$ cat src/hdl/rx_core_defs.svh
`ifndef RX_CORE_DEFS_SVH
`define RX_CORE_DEFS_SVH

//////////////////////////////////////////////////////////////////////
// Settings bus map
//////////////////////////////////////////////////////////////////////

// Misc block: ADC control +2, LED value +3, LED source +6
`define SR_MISC        0
// Frontend block: swap +0, DC offset I +1, DC offset Q +2
`define SR_RX_FRONT    24
`define SR_RX_CTRL     32
`define SR_RX_DSP      48

// LED source mask after reset, 1 means hardware driven
`define LED_SRC_RESET  8'h1E

//////////////////////////////////////////////////////////////////////
// Data path widths and buffering
//////////////////////////////////////////////////////////////////////

`define ADC_W          14
`define IQ_W           16
`define RX_FIFO_DEPTH  8
`define RX_CREDITS     `RX_FIFO_DEPTH

`endif

$ cat src/hdl/rx_core_pkg.sv
`include "rx_core_defs.svh"

package rx_core_pkg;

   // Settings bus fields
   typedef logic [7:0]  set_addr_t;
   typedef logic [31:0] set_data_t;

   // Raw converter word, before padding
   typedef logic [`ADC_W-1:0] adc_word_t;

   // One signed component after padding
   typedef logic signed [`IQ_W-1:0] iq_t;

   // Packed sample word, I on top
   typedef struct packed {
      iq_t i;
      iq_t q;
   } sample_t;

endpackage

$ cat src/hdl/adc_capture.sv
`timescale 1ns/1ps
`include "rx_core_defs.svh"

module adc_capture
   import rx_core_pkg::*;
(
   input  logic       dsp_clk,
   input  logic       por_rst,
   input  adc_word_t  adc_a_i,
   input  adc_word_t  adc_b_i,
   input  logic       run_i,
   input  logic [7:0] decim_i,
   output iq_t        adc_i_o,
   output iq_t        adc_q_o,
   output logic       strobe_o
);

   localparam int PAD_W = `IQ_W - `ADC_W;

   logic [7:0] decim_cnt;

   //////////////////////////////////////////////////////////////////////
   // Input registers
   //////////////////////////////////////////////////////////////////////

   // Left aligned, zero fill below, A is I and B is Q
   always_ff @(posedge dsp_clk) begin
      adc_i_o <= {adc_a_i, {PAD_W{1'b0}}};
      adc_q_o <= {adc_b_i, {PAD_W{1'b0}}};
   end

   //////////////////////////////////////////////////////////////////////
   // Decimation strobe
   //////////////////////////////////////////////////////////////////////

   // Counter parks at zero while stopped so the
   // first strobe follows run rising by one cycle
   always_ff @(posedge dsp_clk) begin
      if (por_rst) begin
         decim_cnt <= '0;
         strobe_o  <= 1'b0;
      end else if (!run_i) begin
         decim_cnt <= '0;
         strobe_o  <= 1'b0;
      end else if (decim_cnt == '0) begin
         // Reload, giving one strobe per decim+1 cycles
         decim_cnt <= decim_i;
         strobe_o  <= 1'b1;
      end else begin
         decim_cnt <= decim_cnt - 8'd1;
         strobe_o  <= 1'b0;
      end
   end

endmodule

$ cat src/hdl/rx_core.sv
`timescale 1ns/1ps

module rx_core
   import rx_core_pkg::*;
(
   input  logic       dsp_clk,
   input  logic       por_rst,
   input  logic       set_stb_i,
   input  set_addr_t  set_addr_i,
   input  set_data_t  set_data_i,
   input  adc_word_t  adc_a_i,
   input  adc_word_t  adc_b_i,
   input  logic       adc_ovf_a_i,
   input  logic       adc_ovf_b_i,
   input  logic       clk_status_i,
   input  logic       credit_i,
   output logic [7:0] leds_o,
   output logic       adc_on_a_o,
   output logic       adc_oe_a_o,
   output logic       adc_on_b_o,
   output logic       adc_oe_b_o,
   output sample_t    sample_o,
   output logic       sample_valid_o,
   output logic       overrun_o
);

   logic       run;
   logic       clear;
   logic       swap_iq;
   iq_t        dc_off_i;
   iq_t        dc_off_q;
   logic [7:0] decim;
   iq_t        adc_i;
   iq_t        adc_q;
   logic       adc_stb;
   sample_t    fe_sample;
   logic       fe_stb;

   //////////////////////////////////////////////////////////////////////
   // Control
   //////////////////////////////////////////////////////////////////////

   settings_regs settings_regs_inst (
      .dsp_clk      (dsp_clk),
      .por_rst      (por_rst),
      .set_stb_i    (set_stb_i),
      .set_addr_i   (set_addr_i),
      .set_data_i   (set_data_i),
      .clk_status_i (clk_status_i),
      .leds_o       (leds_o),
      .adc_on_a_o   (adc_on_a_o),
      .adc_oe_a_o   (adc_oe_a_o),
      .adc_on_b_o   (adc_on_b_o),
      .adc_oe_b_o   (adc_oe_b_o),
      .swap_iq_o    (swap_iq),
      .dc_off_i_o   (dc_off_i),
      .dc_off_q_o   (dc_off_q),
      .decim_o      (decim),
      .run_o        (run),
      .clear_o      (clear)
   );

   //////////////////////////////////////////////////////////////////////
   // Sample path
   //////////////////////////////////////////////////////////////////////

   // Overflow pins have no consumer in this receive slice
   adc_capture adc_capture_inst (
      .dsp_clk  (dsp_clk),
      .por_rst  (por_rst),
      .adc_a_i  (adc_a_i),
      .adc_b_i  (adc_b_i),
      .run_i    (run),
      .decim_i  (decim),
      .adc_i_o  (adc_i),
      .adc_q_o  (adc_q),
      .strobe_o (adc_stb)
   );

   rx_frontend rx_frontend_inst (
      .dsp_clk    (dsp_clk),
      .por_rst    (por_rst),
      .adc_i_i    (adc_i),
      .adc_q_i    (adc_q),
      .strobe_i   (adc_stb),
      .swap_iq_i  (swap_iq),
      .dc_off_i_i (dc_off_i),
      .dc_off_q_i (dc_off_q),
      .sample_o   (fe_sample),
      .strobe_o   (fe_stb)
   );

   sample_out_fifo sample_out_fifo_inst (
      .dsp_clk        (dsp_clk),
      .por_rst        (por_rst),
      .sample_i       (fe_sample),
      .strobe_i       (fe_stb),
      .clear_i        (clear),
      .credit_i       (credit_i),
      .sample_o       (sample_o),
      .sample_valid_o (sample_valid_o),
      .overrun_o      (overrun_o)
   );

endmodule

$ cat src/hdl/rx_frontend.sv
`timescale 1ns/1ps
`include "rx_core_defs.svh"

module rx_frontend
   import rx_core_pkg::*;
(
   input  logic    dsp_clk,
   input  logic    por_rst,
   input  iq_t     adc_i_i,
   input  iq_t     adc_q_i,
   input  logic    strobe_i,
   input  logic    swap_iq_i,
   input  iq_t     dc_off_i_i,
   input  iq_t     dc_off_q_i,
   output sample_t sample_o,
   output logic    strobe_o
);

   iq_t  st1_i;
   iq_t  st1_q;
   logic st1_stb;

   // Subtract at one extra bit, then clip to the signed range
   function automatic iq_t sub_clip(input iq_t x, input iq_t off);
      logic signed [`IQ_W:0] diff;
      diff = {x[`IQ_W-1], x} - {off[`IQ_W-1], off};
      if (diff[`IQ_W] != diff[`IQ_W-1]) begin
         // Out of range, pick the rail from the true sign
         if (diff[`IQ_W])
            sub_clip = {1'b1, {(`IQ_W-1){1'b0}}};
         else
            sub_clip = {1'b0, {(`IQ_W-1){1'b1}}};
      end else begin
         sub_clip = diff[`IQ_W-1:0];
      end
   endfunction

   //////////////////////////////////////////////////////////////////////
   // Stage one, I/Q swap
   //////////////////////////////////////////////////////////////////////

   always_ff @(posedge dsp_clk) begin
      st1_i <= swap_iq_i ? adc_q_i : adc_i_i;
      st1_q <= swap_iq_i ? adc_i_i : adc_q_i;
   end

   //////////////////////////////////////////////////////////////////////
   // Stage two, DC offset and pack
   //////////////////////////////////////////////////////////////////////

   always_ff @(posedge dsp_clk) begin
      sample_o.i <= sub_clip(st1_i, dc_off_i_i);
      sample_o.q <= sub_clip(st1_q, dc_off_q_i);
   end

   // Strobe follows the data through both stages
   always_ff @(posedge dsp_clk) begin
      if (por_rst) begin
         st1_stb  <= 1'b0;
         strobe_o <= 1'b0;
      end else begin
         st1_stb  <= strobe_i;
         strobe_o <= st1_stb;
      end
   end

endmodule

$ cat src/hdl/sample_out_fifo.sv
`timescale 1ns/1ps
`include "rx_core_defs.svh"

module sample_out_fifo
   import rx_core_pkg::*;
(
   input  logic    dsp_clk,
   input  logic    por_rst,
   input  sample_t sample_i,
   input  logic    strobe_i,
   input  logic    clear_i,
   input  logic    credit_i,
   output sample_t sample_o,
   output logic    sample_valid_o,
   output logic    overrun_o
);

   localparam int PTR_W = $clog2(`RX_FIFO_DEPTH);
   localparam int CNT_W = $clog2(`RX_FIFO_DEPTH + 1);
   localparam int CRD_W = $clog2(`RX_CREDITS + 1);

   sample_t          mem [`RX_FIFO_DEPTH];
   logic [PTR_W-1:0] wr_ptr;
   logic [PTR_W-1:0] rd_ptr;
   logic [CNT_W-1:0] fill;
   logic [CRD_W-1:0] credit_cnt;
   logic [CRD_W:0]   credit_sum;
   logic             full;
   logic             empty;
   logic             push;
   logic             pop;

   assign full  = (fill == CNT_W'(`RX_FIFO_DEPTH));
   assign empty = (fill == '0);

   // A word leaves whenever one is queued and the consumer has room
   assign pop  = !empty && (credit_cnt != '0);
   assign push = strobe_i && !full && !clear_i;

   assign sample_valid_o = pop;
   assign sample_o       = mem[rd_ptr];

   //////////////////////////////////////////////////////////////////////
   // Storage and pointers
   //////////////////////////////////////////////////////////////////////

   always_ff @(posedge dsp_clk) begin
      if (push)
         mem[wr_ptr] <= sample_i;
   end

   always_ff @(posedge dsp_clk) begin
      if (por_rst || clear_i) begin
         wr_ptr <= '0;
         rd_ptr <= '0;
         fill   <= '0;
      end else begin
         if (push)
            wr_ptr <= wr_ptr + PTR_W'(1);
         if (pop)
            rd_ptr <= rd_ptr + PTR_W'(1);
         case ({push, pop})
            2'b10:   fill <= fill + CNT_W'(1);
            2'b01:   fill <= fill - CNT_W'(1);
            default: fill <= fill;
         endcase
      end
   end

   //////////////////////////////////////////////////////////////////////
   // Credits and overrun
   //////////////////////////////////////////////////////////////////////

   // Never negative since pop needs a credit
   assign credit_sum = {1'b0, credit_cnt} + (CRD_W+1)'(credit_i) - (CRD_W+1)'(pop);

   // Clear leaves the credit count alone, extra returns saturate
   always_ff @(posedge dsp_clk) begin
      if (por_rst)
         credit_cnt <= CRD_W'(`RX_CREDITS);
      else if (credit_sum > (CRD_W+1)'(`RX_CREDITS))
         credit_cnt <= CRD_W'(`RX_CREDITS);
      else
         credit_cnt <= credit_sum[CRD_W-1:0];
   end

   // Sticky until the next run write
   always_ff @(posedge dsp_clk) begin
      if (por_rst || clear_i)
         overrun_o <= 1'b0;
      else if (strobe_i && full)
         overrun_o <= 1'b1;
   end

endmodule

$ cat src/hdl/settings_regs.sv
`timescale 1ns/1ps
`include "rx_core_defs.svh"

module settings_regs
   import rx_core_pkg::*;
(
   input  logic       dsp_clk,
   input  logic       por_rst,
   input  logic       set_stb_i,
   input  set_addr_t  set_addr_i,
   input  set_data_t  set_data_i,
   input  logic       clk_status_i,
   output logic [7:0] leds_o,
   output logic       adc_on_a_o,
   output logic       adc_oe_a_o,
   output logic       adc_on_b_o,
   output logic       adc_oe_b_o,
   output logic       swap_iq_o,
   output iq_t        dc_off_i_o,
   output iq_t        dc_off_q_o,
   output logic [7:0] decim_o,
   output logic       run_o,
   output logic       clear_o
);

   localparam set_addr_t ADDR_ADC_CTRL = set_addr_t'(`SR_MISC + 2);
   localparam set_addr_t ADDR_LED_SW   = set_addr_t'(`SR_MISC + 3);
   localparam set_addr_t ADDR_LED_SRC  = set_addr_t'(`SR_MISC + 6);
   localparam set_addr_t ADDR_SWAP     = set_addr_t'(`SR_RX_FRONT + 0);
   localparam set_addr_t ADDR_DC_I     = set_addr_t'(`SR_RX_FRONT + 1);
   localparam set_addr_t ADDR_DC_Q     = set_addr_t'(`SR_RX_FRONT + 2);
   localparam set_addr_t ADDR_RX_CTRL  = set_addr_t'(`SR_RX_CTRL);
   localparam set_addr_t ADDR_RX_DSP   = set_addr_t'(`SR_RX_DSP);

   logic [3:0] adc_ctrl;
   logic [7:0] led_sw;
   logic [7:0] led_src;
   logic [7:0] led_hw;

   //////////////////////////////////////////////////////////////////////
   // Register bank
   //////////////////////////////////////////////////////////////////////

   always_ff @(posedge dsp_clk) begin
      if (por_rst) begin
         adc_ctrl   <= '0;
         led_sw     <= '0;
         led_src    <= `LED_SRC_RESET;
         swap_iq_o  <= 1'b0;
         dc_off_i_o <= '0;
         dc_off_q_o <= '0;
         decim_o    <= '0;
         run_o      <= 1'b0;
         clear_o    <= 1'b0;
      end else begin
         clear_o <= 1'b0;
         if (set_stb_i) begin
            case (set_addr_i)
               ADDR_ADC_CTRL: adc_ctrl   <= set_data_i[3:0];
               ADDR_LED_SW:   led_sw     <= set_data_i[7:0];
               ADDR_LED_SRC:  led_src    <= set_data_i[7:0];
               ADDR_SWAP:     swap_iq_o  <= set_data_i[0];
               ADDR_DC_I:     dc_off_i_o <= iq_t'(set_data_i[`IQ_W-1:0]);
               ADDR_DC_Q:     dc_off_q_o <= iq_t'(set_data_i[`IQ_W-1:0]);
               ADDR_RX_DSP:   decim_o    <= set_data_i[7:0];
               ADDR_RX_CTRL: begin
                  // Any run write also flushes the output FIFO
                  run_o   <= set_data_i[0];
                  clear_o <= 1'b1;
               end
               default: ;
            endcase
         end
      end
   end

   // ADC pins, high to low
   assign {adc_oe_a_o, adc_on_a_o, adc_oe_b_o, adc_on_b_o} = adc_ctrl;

   //////////////////////////////////////////////////////////////////////
   // LED mux
   //////////////////////////////////////////////////////////////////////

   // Hardware status: run on bit 3, clock lock on bit 2
   assign led_hw = {4'b0000, run_o, clk_status_i, 2'b00};

   // Mask bit set selects hardware, clear selects software
   assign leds_o = (led_src & led_hw) | (~led_src & led_sw);

endmodule

$ cat config.mk
export PLATFORM = sky130hd
export DESIGN_NAME = rx_core
export DESIGN_NICKNAME = d
export VERILOG_FILES = /design/src/hdl/rx_core_pkg.sv /design/src/hdl/adc_capture.sv /design/src/hdl/rx_core.sv /design/src/hdl/rx_frontend.sv /design/src/hdl/sample_out_fifo.sv /design/src/hdl/settings_regs.sv
export VERILOG_INCLUDE_DIRS = /design/src /design/src/hdl
export SDC_FILE = /design/constraint.sdc
export NUM_CORES = 1
export LEC_CHECK = 0
export ABC_CLOCK_PERIOD_IN_PS = 7100
export BUFFER_PORTS_ARGS = -buffer_cell sky130_fd_sc_hd__buf_2
export CORE_ASPECT_RATIO = 0.7
export CORE_MARGIN = 5
export CORE_UTILIZATION = 35
export DETAILED_ROUTE_END_ITERATION = 16
export PLACE_DENSITY = 0.56
export SYNTH_ARGS = -nofsm -noshare
export SYNTH_HDL_FRONTEND = slang
export SYNTH_SLANG_ARGS = --single-unit
$ cat constraint.sdc
create_clock -name dsp_clk -period 7.1 [get_ports dsp_clk]
set_clock_uncertainty 0.05 [all_clocks]
set_input_delay 0.355 -clock dsp_clk [delete_from_list [all_inputs] [get_ports dsp_clk]]
set_output_delay 0.355 -clock dsp_clk [all_outputs]
set_load 0.01 [all_outputs]
==> parameters.txt, run 1 <==
Parameter                              Value

Outcome
  Result of the run ... finished, final reports clean

Final layout
  Layout cell share with drive strength beyond 1 ... a little under a quarter
  Cell Count, Final, Fillers Out ... between 2000 and 2500
  Multi-input gate area ... between 6000 and 7000 sq um
  Combined flip-flop and latch cell area ... ~11000 sq um
  Count of nets after finishing ... approximately 1500
  Layout fillers ... roughly 4700
  Diode insertion count for antenna repair ... 0
  Synthesis-to-finish area growth ... 17.2%

Pwr
  Sequential share of power ... around 46%
  IR drop worst, VDD ... 192 uV
  Pwr/cell area ... about 300 nW/um^2
  Post-route total power ... around 6.3 mW
  Net Switching ... around 1.6 mW
  Combinational group share of total power ... 18.0%
  Design internal power ... approximately 4.7 mW
  Sw frac ... about a quarter
  Power share of the clock group ... 36.3%
  Leak ... between 7 and 8 nW

Timing
  Worst slew margin ... between 20 and 25%
  Max-slew violation total from the final report ... 0
  Final Hold Slack ... between 0.03 and 0.04 ns
  Sum Neg Setup Slack ... 0 ns
  Final worst path period need ... roughly 3.5 ns
  Actual transition at the worst max-transition pin ... around 1.2 ns
  Unrepaired setup endpoints after global routing ... false
  Number of hold-slack violations in the final timing report ... 0
  Portion of the clock cycle consumed by the worst path in the final layout ... around half
  Number of setup violations in the final report ... 0
  Top achievable clock speed ... approximately 290 MHz

Drt
  Remaining antenna violation count after routing ... 0
  Met3 wire length ... 1340 microns
  Via density per instance ... roughly 5
  Detailed-router iteration count before antenna repair ... 5
  Topmost layer with routed signal wires ... met4
  WL met2 ... between 15000 and 20000 microns
  Total Wirelength ... 37500 microns
  Met1 Routed Length ... between 15000 and 20000 microns
  Remaining routing DRC violations ... 0
  Wirelength per Cell ... around 18 microns
  Iter 0 DRT Violations ... 708
  Detailed-route via count ... 10200

Clock tree
  Clock root buffer master ... sky130_fd_sc_hd__clkbuf_16
  Clock transition at the registers of the reported paths ... around 0.06 ns
  Post-cts hold buffer count ... 29
  Number of buffers inserted to repair setup after CTS ... 0
  Skew-Pair Late Insertion Delay ... roughly 0.55 ns
  Deepest level of the CTS H-tree ... 2
  Number of sinks driven by the clock tree ... about 440
  Longest Clk Path Bufs ... 3
  Number of buffers inserted during clock tree synthesis ... 44
  Quantity of gates resized following cts ... 0
  CTS tree ... built

Die
  Number of top-level pins ... approximately 120
  Die Outline Area ... around 55000 sq um
  DIE WIDTH ... between 200 and 300 microns
  Initial standard-cell utilization of the core ... approximately a third
  Floorplan die height ... slightly below 200 microns
  Number of rows in the core area ... 69
  Floorplan Core Area ... roughly 50000 sq um

Setup path
  CP max-delay cell ... sky130_fd_sc_hd__buf_4
  Critical Path Fanout Max ... 38
  Data required time at the worst endpoint ... between 6 and 7 ns
  WP data arrival ... about 3.1 ns
  Classification of the worst setup path ... flip-flop to primary output
  Crit path capture type ... primary output
  Largest incremental delay on the critical path ... around 0.74 ns
  Crit-path cells ... buf_4 -> mux4_2 -> mux2_2 -> buf_2
  Sort of element at the start of the critical path ... flip-flop

GRT
  Total routing usage reported by global routing ... about an eighth
  Global-route wire length before repair ... approximately 60000 microns
  Pin count of the biggest net entering global routing ... 68
  Via count of the first global-routing pass ... slightly above 10000
  Number of antenna violations at the first check in global routing ... 1
  Grt total ovfl ... 0

Placement
  Placer congestion estimate ... ~0.84
  Placed cell count ... about 2000
  Detailed-placement wirelength estimate ... 24000 microns
  Count of input and output buffers ... a little over 100

Flow run
  Count of max-cap constraint violations ... 0

Synth
  Yosys Warn Count ... 0
  Seq/Total Area, Yosys ... between 60% and 70%
  Area share of the largest cell type after synthesis ... a little over two fifths
  Cell area after synthesis ... between 15000 and 20000 sq um
  Yosys top cell by area ... sky130_fd_sc_hd__edfxtp_1
  Post-synthesis register bit count ... roughly 440
  Count of distinct cell types in the synthesized netlist ... 69
  Main flop type after synthesis ... sky130_fd_sc_hd__edfxtp_1
  Synth Net Count ... 1359
  Cell count after synthesis ... 1239
  Top cells by instance count after synthesis ... 256 x sky130_fd_sc_hd__edfxtp_1, 180 x sky130_fd_sc_hd__dfxtp_1, 120 x sky130_fd_sc_hd__nor2_1
  Post-synthesis async set-or-reset flop share ... 0%
  Largest cells by area after synthesis ... sky130_fd_sc_hd__edfxtp_1 43%, sky130_fd_sc_hd__dfxtp_1 20%, sky130_fd_sc_hd__mux4_2 8.1%
  Count of flip-flops with a built-in enable after synthesis ... ~260
  Most frequent cell after synthesis ... sky130_fd_sc_hd__edfxtp_1
  Mean Syn Cell Area ... ~14 sq um

Min path
  HP Class ... input port to flip-flop
[area by class of cell]
class | instances | area share (%)
inverter | 56 | 1.01
timing repair buffer | 146 | 4.39
clock buffer | 64 | 5.95
tap | 674 | 4.06
clock inverter | 18 | 0.975
sequential | 436 | 54.3
multi-input combinational | 693 | 29.3
[critical path, delay by kind of cell (launching register included)]
kind     cells  cell delay, ns
buf+inv      2            0.89
flops        1            0.70
mux          2            0.92
[path summary, 6_finish.rpt]
kind,from,to,slack (ns),cells after the start
worst max-delay path,flip-flop,sample_o[24],3.59,4
worst min-delay path,set_data_i[11],settings_regs_inst.dc_off_q_o[11],0.04,3
worst max register to register,settings_regs_inst.dc_off_i_o[5],rx_frontend_inst.sample_o[30],3.71,8
worst min register to register,rx_frontend_inst.st1_stb,rx_frontend_inst.strobe_o,0.37,1
[placed cells by master (no fill, tap or decap), types with 4 or more instances in the layout]
master                            n
sky130_fd_sc_hd__edfxtp_1       256
sky130_fd_sc_hd__dfxtp_1        178
sky130_fd_sc_hd__nor2_1         114
sky130_fd_sc_hd__buf_2          102
sky130_fd_sc_hd__mux4_2          64
sky130_fd_sc_hd__mux2_2          64
sky130_fd_sc_hd__mux2i_1         60
sky130_fd_sc_hd__a21oi_1         58
sky130_fd_sc_hd__inv_1           55
sky130_fd_sc_hd__clkbuf_16       45
sky130_fd_sc_hd__ha_1            43
sky130_fd_sc_hd__nand2_1         41
sky130_fd_sc_hd__o21ai_0         31
sky130_fd_sc_hd__dlygate4sd3_1   29
sky130_fd_sc_hd__nor2b_1         21
sky130_fd_sc_hd__xor2_1          19
sky130_fd_sc_hd__clkbuf_1        15
sky130_fd_sc_hd__buf_4           15
sky130_fd_sc_hd__a21o_1          14
sky130_fd_sc_hd__a211oi_1        13
sky130_fd_sc_hd__xnor2_1         12
sky130_fd_sc_hd__nor3_1           9
sky130_fd_sc_hd__o221ai_1         9
sky130_fd_sc_hd__o22a_1           8
sky130_fd_sc_hd__a211o_1          8
sky130_fd_sc_hd__nand3_1          7
sky130_fd_sc_hd__nand2b_1         7
sky130_fd_sc_hd__a31oi_1          6
sky130_fd_sc_hd__nor2_4           6
sky130_fd_sc_hd__clkinv_1         5
sky130_fd_sc_hd__and3_1           4
sky130_fd_sc_hd__and2_1           4
sky130_fd_sc_hd__o21bai_1         4
sky130_fd_sc_hd__maj3_1           4
sky130_fd_sc_hd__inv_6            4
sky130_fd_sc_hd__bufinv_16        4
sky130_fd_sc_hd__clkbuf_8         4
sky130_fd_sc_hd__clkinv_2         4
[state kept, by name, indices dropped and copies added, names as in the netlist, 3 cells and up, named ones only]
register	cells
sample_out_fifo_inst.mem	256
rx_frontend_inst.sample_o	32
settings_regs_inst.dc_off_i_o	16
settings_regs_inst.dc_off_q_o	16
adc_capture_inst.adc_i_o	14
adc_capture_inst.adc_q_o	14
rx_frontend_inst.st1_i	14
rx_frontend_inst.st1_q	14
adc_capture_inst.decim_cnt	8
settings_regs_inst.decim_o	8
settings_regs_inst.led_src	8
settings_regs_inst.led_sw	8
sample_out_fifo_inst.credit_cnt	4
sample_out_fifo_inst.fill	4
settings_regs_inst.adc_ctrl	4
sample_out_fifo_inst.rd_ptr	3
sample_out_fifo_inst.wr_ptr	3
[cell families (layout without fill, tap and decap cells)]
group	after synthesis	count (layout)	synth area share, %
AO/OA/AOI/OAI	184	184	7.03
XOR/XNOR	31	31	1.53
adder cells (fa/ha/maj)	49	49	3.48
buffers and inverters	110	284	2.45
flip-flops	436	436	63.6
multiplexers	188	188	15.6
AND/OR/NAND/NOR	241	241	6.30
[per-layer routing]
metal  global-route usage, %  up-vias
met2                    21.5      182
met3                    2.12       53
met4                    3.22        0
li1                        -     4937
met5                       0        -
met1                    19.2     5057
[stage by stage]
stage | worst slack (ns) | utilization (%) | instance area, sq um
after floorplan | 3.40 | - | 17700
after global placement | 3.78 | 37.8 | 19100
after detailed placement | 3.72 | 37.8 | 19100
after CTS | 3.44 | 41.2 | 20800
after global routing | 3.29 | 41.2 | 20800
final | 3.59 | 41.2 | 20800
[power groups by stage]
stage          Sequential (mW)  Combinational, mW  Clock (mW)
6_report                  2.90               1.15        2.30
2_1_floorplan             2.89              0.871           0
3_5_place_dp              2.96               1.16           0
5_1_grt                   2.92               1.28        2.46
4_1_cts                   2.90               1.17        2.37
3_3_place_gp              2.95               1.15           0
Power figures use the tool's default switching activity.
==> run 2: changes to the inputs <==
--- a/config.mk
+++ b/config.mk
@@ -6,13 +6,13 @@
 export SDC_FILE = /design/constraint.sdc
 export NUM_CORES = 1
 export LEC_CHECK = 0
-export ABC_CLOCK_PERIOD_IN_PS = 7100
+export ABC_CLOCK_PERIOD_IN_PS = 2850
 export BUFFER_PORTS_ARGS = -buffer_cell sky130_fd_sc_hd__buf_2
 export CORE_ASPECT_RATIO = 0.7
 export CORE_MARGIN = 5
 export CORE_UTILIZATION = 35
 export DETAILED_ROUTE_END_ITERATION = 16
-export PLACE_DENSITY = 0.56
+export PLACE_DENSITY = 0.58
 export SYNTH_ARGS = -nofsm -noshare
 export SYNTH_HDL_FRONTEND = slang
 export SYNTH_SLANG_ARGS = --single-unit
==> constraint.sdc (replaced) <==
create_clock -name dsp_clk -period 2.85 [get_ports dsp_clk]
set_clock_uncertainty 0.05 [all_clocks]
set_input_delay 0.1425 -clock dsp_clk [delete_from_list [all_inputs] [get_ports dsp_clk]]
set_output_delay 0.1425 -clock dsp_clk [all_outputs]
set_load 0.01 [all_outputs]
==> run 2 against run 1 <==
  * Global-route usage up 0.35 points
  * Via count grew 2.5%
  * Clock-buffer cell count rose by 2
  * Routed wire length increased by 3.2%
  * Largest cell class unchanged
==> parameters.txt, run 2 (synthesis gave the netlist of run 1 again) <==
Parameter                              Value

Die
  Number of top-level pins ... 121 (unchanged)
  DIE WIDTH ... 279 microns (unchanged)
  Floorplan Core Area ... 50400 sq um (unchanged)
  Number of rows in the core area ... 69 (unchanged)
  Floorplan die height ... 198 microns (unchanged)
  Initial standard-cell utilization of the core ... 35.2% (unchanged)
  Die Outline Area ... 55400 sq um (unchanged)

GRT
  Global-route wire length before repair ... 60000 microns (was 58400 microns)
  Grt total ovfl ... 0 (unchanged)
  Via count of the first global-routing pass ... 10500 (was 10100)
  Pin count of the biggest net entering global routing ... 65 (was 68)
  Number of antenna violations at the first check in global routing ... 1 (unchanged)
  Total routing usage reported by global routing ... 13.7% (was 13.4%)

Placement
  Placer congestion estimate ... 0.846 (was 0.840)
  Placement Setup Slack ... 0.0432 ns (was 3.72 ns)
  Count of input and output buffers ... 102 (unchanged)
  Area after detailed placement ... 19400 sq um (was 19100 sq um)
  Detailed-placement wirelength estimate ... 24300 microns (was 24000 microns)

Clock tree
  Clock transition at the registers of the reported paths ... 0.06 ns (about the same)
  Clock root buffer master ... sky130_fd_sc_hd__clkbuf_16 (unchanged)
  CTS tree ... built (unchanged)
  Skew-Pair Late Insertion Delay ... 0.56 ns (was 0.55 ns)
  Number of buffers inserted during clock tree synthesis ... 44 (unchanged)
  Longest Clk Path Bufs ... 3 (unchanged)
  Deepest level of the CTS H-tree ... 2 (unchanged)
  Number of sinks driven by the clock tree ... 436 (unchanged)

Setup path
  Sort of element at the start of the critical path ... flip-flop (unchanged)
  Data required time at the worst endpoint ... 3.23 ns (was 6.69 ns)
  Crit-path cells ... inv_2 -> ha_4 -> a21o_1 -> a211o_1 -> o31a_4 -> a2111oi_4 -> clkbuf_16 -> o21ai_1 -> a2111o_1 (was buf_4 -> mux4_2 -> mux2_2 -> buf_2)
  Largest incremental delay on the critical path ... 0.43 ns (was 0.74 ns)
  Crit path capture type ... flip-flop (was primary output)
  Critical Path Fanout Max ... 6 (was 38)
  WP data arrival ... 3.12 ns (was 3.10 ns)
  Classification of the worst setup path ... flip-flop to flip-flop (was flip-flop to primary output)
  CP max-delay cell ... sky130_fd_sc_hd__a2111oi_4 (was sky130_fd_sc_hd__buf_4)

Pwr
  Combinational group share of total power ... 19.6% (was 18.0%)
  Power share of the clock group ... 36.1% (was 36.3%)
  Design internal power ... 12.0 mW (was 4.72 mW)
  IR drop worst, VDD ... 455 uV (was 192 uV)
  Leak ... 7.64 nW (was 7.33 nW)
  Sw frac ... 25.6% (about the same)
  Net Switching ... 4.15 mW (was 1.63 mW)
  Pwr/cell area ... 752 nW/um^2 (was 305 nW/um^2)
  Sequential share of power ... 44.4% (was 45.6%)

Timing
  Unrepaired setup endpoints after global routing ... true (was false)
  Number of hold-slack violations in the final timing report ... 0 (unchanged)
  Worst slew margin ... 56.9% (was 21.9%)
  Final worst path period need ... between 2 and 3 ns
  Portion of the clock cycle consumed by the worst path in the final layout ... roughly 96%
  Min setup slack post-route ... 0.106 ns (was 3.59 ns)
  Top achievable clock speed ... ~360 MHz
  Number of setup violations in the final report ... 0 (unchanged)
  Max-slew violation total from the final report ... 0 (unchanged)
  Actual transition at the worst max-transition pin ... 0.646 ns (was 1.17 ns)

Drt
  Detailed-route via count ... 10500 (was 10200)
  Via density per instance ... 4.91 (was 4.90)
  Detailed-router iteration count before antenna repair ... 6 (was 5)
  Wirelength per Cell ... 18.1 microns (was 17.9 microns)
  Remaining antenna violation count after routing ... 0 (unchanged)
  Iter 0 DRT Violations ... 631 (was 708)
  Remaining routing DRC violations ... 0 (unchanged)
  Total Wirelength ... 38700 microns (was 37500 microns)

Flow run
  Count of max-cap constraint violations ... 0 (unchanged)

Final layout
  Top reg by flops ... sample_out_fifo_inst.mem (unchanged)
  Largest registers in the final layout ... sample_out_fifo_inst.mem (256), rx_frontend_inst.sample_o (32) (unchanged)
  Max FFs per register ... 256 (unchanged)
  Diode insertion count for antenna repair ... 0 (unchanged)
  Most used cells in the layout excluding fill and tap cells ... 256 x sky130_fd_sc_hd__edfxtp_1, 176 x sky130_fd_sc_hd__dfxtp_1, 113 x sky130_fd_sc_hd__nor2_1, 102 x sky130_fd_sc_hd__buf_2 (was 256 x sky130_fd_sc_hd__edfxtp_1, 178 x sky130_fd_sc_hd__dfxtp_1, 114 x sky130_fd_sc_hd__nor2_1, 102 x sky130_fd_sc_hd__buf_2)
  Layout cell share with drive strength beyond 1 ... 25.7% (was 23.2%)
  Most common library cell in the layout ignoring fill and taps ... sky130_fd_sc_hd__edfxtp_1 (unchanged)
  Count of nets after finishing ... 1546 (was 1497)
  Synthesis-to-finish area growth ... 21.4% (was 17.2%)
  Post-route cell area ... 21500 sq um (was 20800 sq um)
  Final design utilization ... 42.7% (was 41.2%)

Outcome
  Result of the run ... finished, final reports clean (unchanged)

Min path
  HP Class ... input port to flip-flop (unchanged)
## run 2: changes by cell type in the layout (fill, tap and decap cells not counted), sizes merged
cell,change
dlygate4sd3,+24
clkbuf,+4
buf,+23
inv,-2
## run 2: worst max-delay path: cells and delay by family, from the launching register on
family	cells	cell delay [ns]
buffers and inverters	2	0.26
AO/OA/AOI/OAI	6	1.75
adder cells (fa/ha/maj)	1	0.23
flip-flops	1	0.33
## run 2: power groups by stage
stage | registers, mW | clock network, mW | logic (mW)
floorplan | 7.19 | 0 | 2.18
global placement | 7.30 | 0 | 3.01
detailed placement | 7.32 | 0 | 3.07
CTS | 7.19 | 6.00 | 3.14
global route | 7.22 | 6.27 | 3.49
finish | 7.18 | 5.84 | 3.16
## run 2: repair_timing
item                                    4_1_cts  5_1_grt
endpoints found under the hold margin        94        0
setup buffers                                 0        6
endpoints found under the setup margin        0       16
hold buffers                                 53        0
resized for setup                             0       23
## run 2: per-stage QoR
stage,power [mW],TNS (ns),instances,hold WS (ns)
floorplan,9.37,0,1239,0.120
global placement,10.3,0,1994,0.195
detailed placement,10.4,0,1994,0.196
CTS,16.3,0,2129,0.102
global route,17.0,-0.0105,2136,0.146
finish,16.2,0,2136,0.130
## run 2: final timing paths
kind                                     from                             to  slack (ns)  depth (start not counted)
max reg2reg  settings_regs_inst.dc_off_i_o[5]  rx_frontend_inst.sample_o[30]        0.11                          9
max          settings_regs_inst.dc_off_i_o[5]  rx_frontend_inst.sample_o[30]        0.11                          9
min reg2reg          rx_frontend_inst.st1_stb      rx_frontend_inst.strobe_o        0.38                          1
min                             set_addr_i[2]   settings_regs_inst.swap_iq_o        0.13                          5
## run 2: layout make-up
class	count	area [sq um]
Inverter	56	210
Clock inverter	16	213
Multi-Input combinational cell	693	6170
Sequential cell	436	11300
Timing Repair Buffer	195	1520
Tap cell	674	843
Fill cell	4589	28900
Clock buffer	66	1270
## run 2: per-layer routing
metal  global-route usage, %  vias to the layer above  share of wire [%]  wire length, microns
li1                        -                     5031                  -                     -
met1                    19.8                     5203                 48                 18700
met2                    22.1                      204                 46                 17900
met3                    2.12                       44                3.7                  1430
met4                    3.08                        0                1.6                   607
met5                       0                        -                  0                     0
==> run 3: changes to the inputs <==
--- a/config.mk
+++ b/config.mk
@@ -13,6 +13,7 @@
 export CORE_UTILIZATION = 35
 export DETAILED_ROUTE_END_ITERATION = 16
 export PLACE_DENSITY = 0.58
+export REMOVE_ABC_BUFFERS = 1
 export SYNTH_ARGS = -nofsm -noshare
 export SYNTH_HDL_FRONTEND = slang
 export SYNTH_SLANG_ARGS = --single-unit
==> run 3 against run 2 <==
  * Sequential power up 0.8%
  * Final cell count up 0.33%
  * Clock-buffer cell count down 7
  * Register-to-register slack worse by 0.02 ns
  * Design area down 0.64%
  * Critical endpoint unchanged
  * Highest routed layer unchanged
==> parameters.txt, run 3 (synthesis gave the netlist of run 1 again) <==
Parameter                              Value

Timing
  Top achievable clock speed ... 362 MHz (was 364 MHz)
  Actual transition at the worst max-transition pin ... 0.774 ns (was 0.646 ns)
  Worst slew margin ... 48.3% (was 56.9%)
  Final worst path period need ... 2.76 ns (was 2.74 ns)
  Number of setup violations in the final report ... 0 (unchanged)
  Max-slew violation total from the final report ... 0 (unchanged)
  Min setup slack post-route ... 0.0877 ns (was 0.106 ns)
  Portion of the clock cycle consumed by the worst path in the final layout ... 96.9% (was 96.3%)
  Number of hold-slack violations in the final timing report ... 0 (unchanged)

Drt
  Remaining antenna violation count after routing ... 0 (unchanged)
  Detailed-router iteration count before antenna repair ... 7 (was 6)
  Wirelength per Cell ... 18.5 microns (was 18.1 microns)
  Remaining routing DRC violations ... 0 (unchanged)
  Via density per instance ... 4.97 (was 4.91)
  Iter 0 DRT Violations ... 668 (was 631)
  Detailed-route via count ... 10700 (was 10500)
  Total Wirelength ... 39700 microns (was 38700 microns)

Pwr
  Pwr/cell area ... 738 nW/um^2 (was 752 nW/um^2)
  Leak ... 7.60 nW (was 7.64 nW)
  IR drop worst, VDD ... 478 uV (was 455 uV)

Die
  Floorplan Core Area ... 50400 sq um (unchanged)
  Number of top-level pins ... 121 (unchanged)
  DIE WIDTH ... 279 microns (unchanged)
  Number of rows in the core area ... 69 (unchanged)
  Die Outline Area ... 55400 sq um (unchanged)
  Floorplan die height ... 198 microns (unchanged)
  Initial standard-cell utilization of the core ... 35.2% (unchanged)

Setup path
  Launching instance or port of the critical path ... settings_regs_inst.dc_off_i_o[5] (unchanged)
  Crit path capture type ... flip-flop (unchanged)
  WP data arrival ... 3.13 ns (was 3.12 ns)
  Reg-to-reg startpoint ... settings_regs_inst.dc_off_i_o[5] (unchanged)
  Sort of element at the start of the critical path ... flip-flop (unchanged)
  Critical Path Fanout Max ... 6 (unchanged)
  Data required time at the worst endpoint ... 3.22 ns (was 3.23 ns)
  Number of cells traversed by the worst register-to-register path ... 9 (unchanged)
  Classification of the worst setup path ... flip-flop to flip-flop (unchanged)

Placement
  Placement Setup Slack ... -0.00617 ns (was 0.0432 ns)
  Detailed-placement wirelength estimate ... 25300 microns (was 24300 microns)
  Area after detailed placement ... 19300 sq um (was 19400 sq um)
  Placer congestion estimate ... 0.834 (was 0.846)
  Count of input and output buffers ... 102 (unchanged)

Final layout
  Count of nets after finishing ... 1556 (was 1546)
  Most common library cell in the layout ignoring fill and taps ... sky130_fd_sc_hd__edfxtp_1 (unchanged)
  Top reg by flops ... sample_out_fifo_inst.mem (unchanged)
  Post-route cell area ... 21400 sq um (was 21500 sq um)
  Most used cells in the layout excluding fill and tap cells ... 256 x sky130_fd_sc_hd__edfxtp_1, 175 x sky130_fd_sc_hd__dfxtp_1, 114 x sky130_fd_sc_hd__nor2_1, 102 x sky130_fd_sc_hd__buf_2 (was 256 x sky130_fd_sc_hd__edfxtp_1, 176 x sky130_fd_sc_hd__dfxtp_1, 113 x sky130_fd_sc_hd__nor2_1, 102 x sky130_fd_sc_hd__buf_2)
  Max FFs per register ... 256 (unchanged)
  Layout cell share with drive strength beyond 1 ... 25.4% (was 25.7%)
  Diode insertion count for antenna repair ... 0 (unchanged)
  Synthesis-to-finish area growth ... 20.6% (was 21.4%)
  Largest registers in the final layout ... sample_out_fifo_inst.mem (256), rx_frontend_inst.sample_o (32) (unchanged)
  Final design utilization ... 42.4% (was 42.7%)
  Layout fillers ... 4615 (was 4589)

Clock tree
  Clock transition at the registers of the reported paths ... 0.06 ns (about the same)
  Longest Clk Path Bufs ... 3 (unchanged)
  Number of buffers inserted during clock tree synthesis ... 42 (was 44)
  Number of sinks driven by the clock tree ... 436 (unchanged)
  Deepest level of the CTS H-tree ... 2 (unchanged)
  Skew-Pair Late Insertion Delay ... 0.55 ns (was 0.56 ns)
  Clock root buffer master ... sky130_fd_sc_hd__clkbuf_16 (unchanged)
  CTS tree ... built (unchanged)

Min path
  Start point of the worst hold path ... set_addr_i[2] (unchanged)
  HP Class ... input port to flip-flop (unchanged)
  Hold path cells ... 5 (unchanged)

GRT
  Via count of the first global-routing pass ... 10600 (was 10500)
  Pin count of the biggest net entering global routing ... 51 (was 65)
  Total routing usage reported by global routing ... 14.0% (was 13.7%)
  Number of antenna violations at the first check in global routing ... 0 (was 1)
  Global-route wire length before repair ... 61200 microns (was 60000 microns)
  Grt total ovfl ... 0 (unchanged)

Flow run
  Count of max-cap constraint violations ... 0 (unchanged)

Outcome
  Result of the run ... finished, final reports clean (unchanged)
==> run 3: repair_timing <==
action,CTS,global route
gates cloned,0,1
resized for setup,1,20
endpoints found under the setup margin,3,21
hold buffers,53,0
hold endpoints to repair,94,0
setup buffers,0,10
pin swaps,0,8
==> run 3: metrics by stage <==
stage | hold WS [ns] | power, mW | TNS [ns] | std cells
CTS | 0.118 | 15.9 | 0 | 2132
global placement | 0.195 | 10.3 | 0 | 2002
detailed placement | 0.196 | 10.4 | -0.00617 | 2002
floorplan | 0.120 | 9.39 | -98.44 | 1185
global route | 0.172 | 16.6 | -0.0593 | 2143
finish | 0.149 | 15.8 | 0 | 2143
==> run 3: path summary, 6_finish.rpt <==
check	end	slack (ns)
hold reg to reg	rx_frontend_inst.st1_stb	0.38
hold / removal	settings_regs_inst.swap_iq_o	0.15
setup / recovery	rx_frontend_inst.sample_o[30]	0.09
setup reg to reg	rx_frontend_inst.sample_o[30]	0.09
==> run 3: area by class of cell <==
| cell class | instances | area [sq um] | area share [%] |
|---|---|---|---|
| sequential | 436 | 11300 | 52.8 |
| multi-input combinational | 694 | 6140 | 28.7 |
| timing repair buffer | 206 | 1570 | 7.33 |
| clock buffer | 59 | 1160 | 5.40 |
| tap | 674 | 843 | 3.94 |
| inverter | 56 | 210 | 0.983 |
| clock inverter | 18 | 170 | 0.795 |
==> run 3: worst max-delay path: stages (launching register included) <==
cell,delay [ns]
sky130_fd_sc_hd__dfxtp_2,0.32
sky130_fd_sc_hd__inv_1,0.08
sky130_fd_sc_hd__ha_4,0.20
sky130_fd_sc_hd__a21o_1,0.16
sky130_fd_sc_hd__a211o_1,0.30
sky130_fd_sc_hd__o31a_4,0.41
sky130_fd_sc_hd__a2111oi_4,0.44
sky130_fd_sc_hd__buf_4,0.18
sky130_fd_sc_hd__o21ai_1,0.08
sky130_fd_sc_hd__a2111o_1,0.42
==> run 3: per-layer routing <==
metal  track usage, %  part of all wire (%)
met4             3.11                   1.7
met5                0                     0
met2             22.6                    46
met3             2.57                   4.7
met1             20.0                    47
==> run 3: report_power, final <==
| group | internal, mW | leakage [nW] | switching (mW) |
|---|---|---|---|
| Sequential | 6.94 | 3.78 | 0.302 |
| Combinational | 1.63 | 3.18 | 1.51 |
| Clock | 3.11 | 0.639 | 2.29 |
| Total | 11.7 | 7.60 | 4.11 |
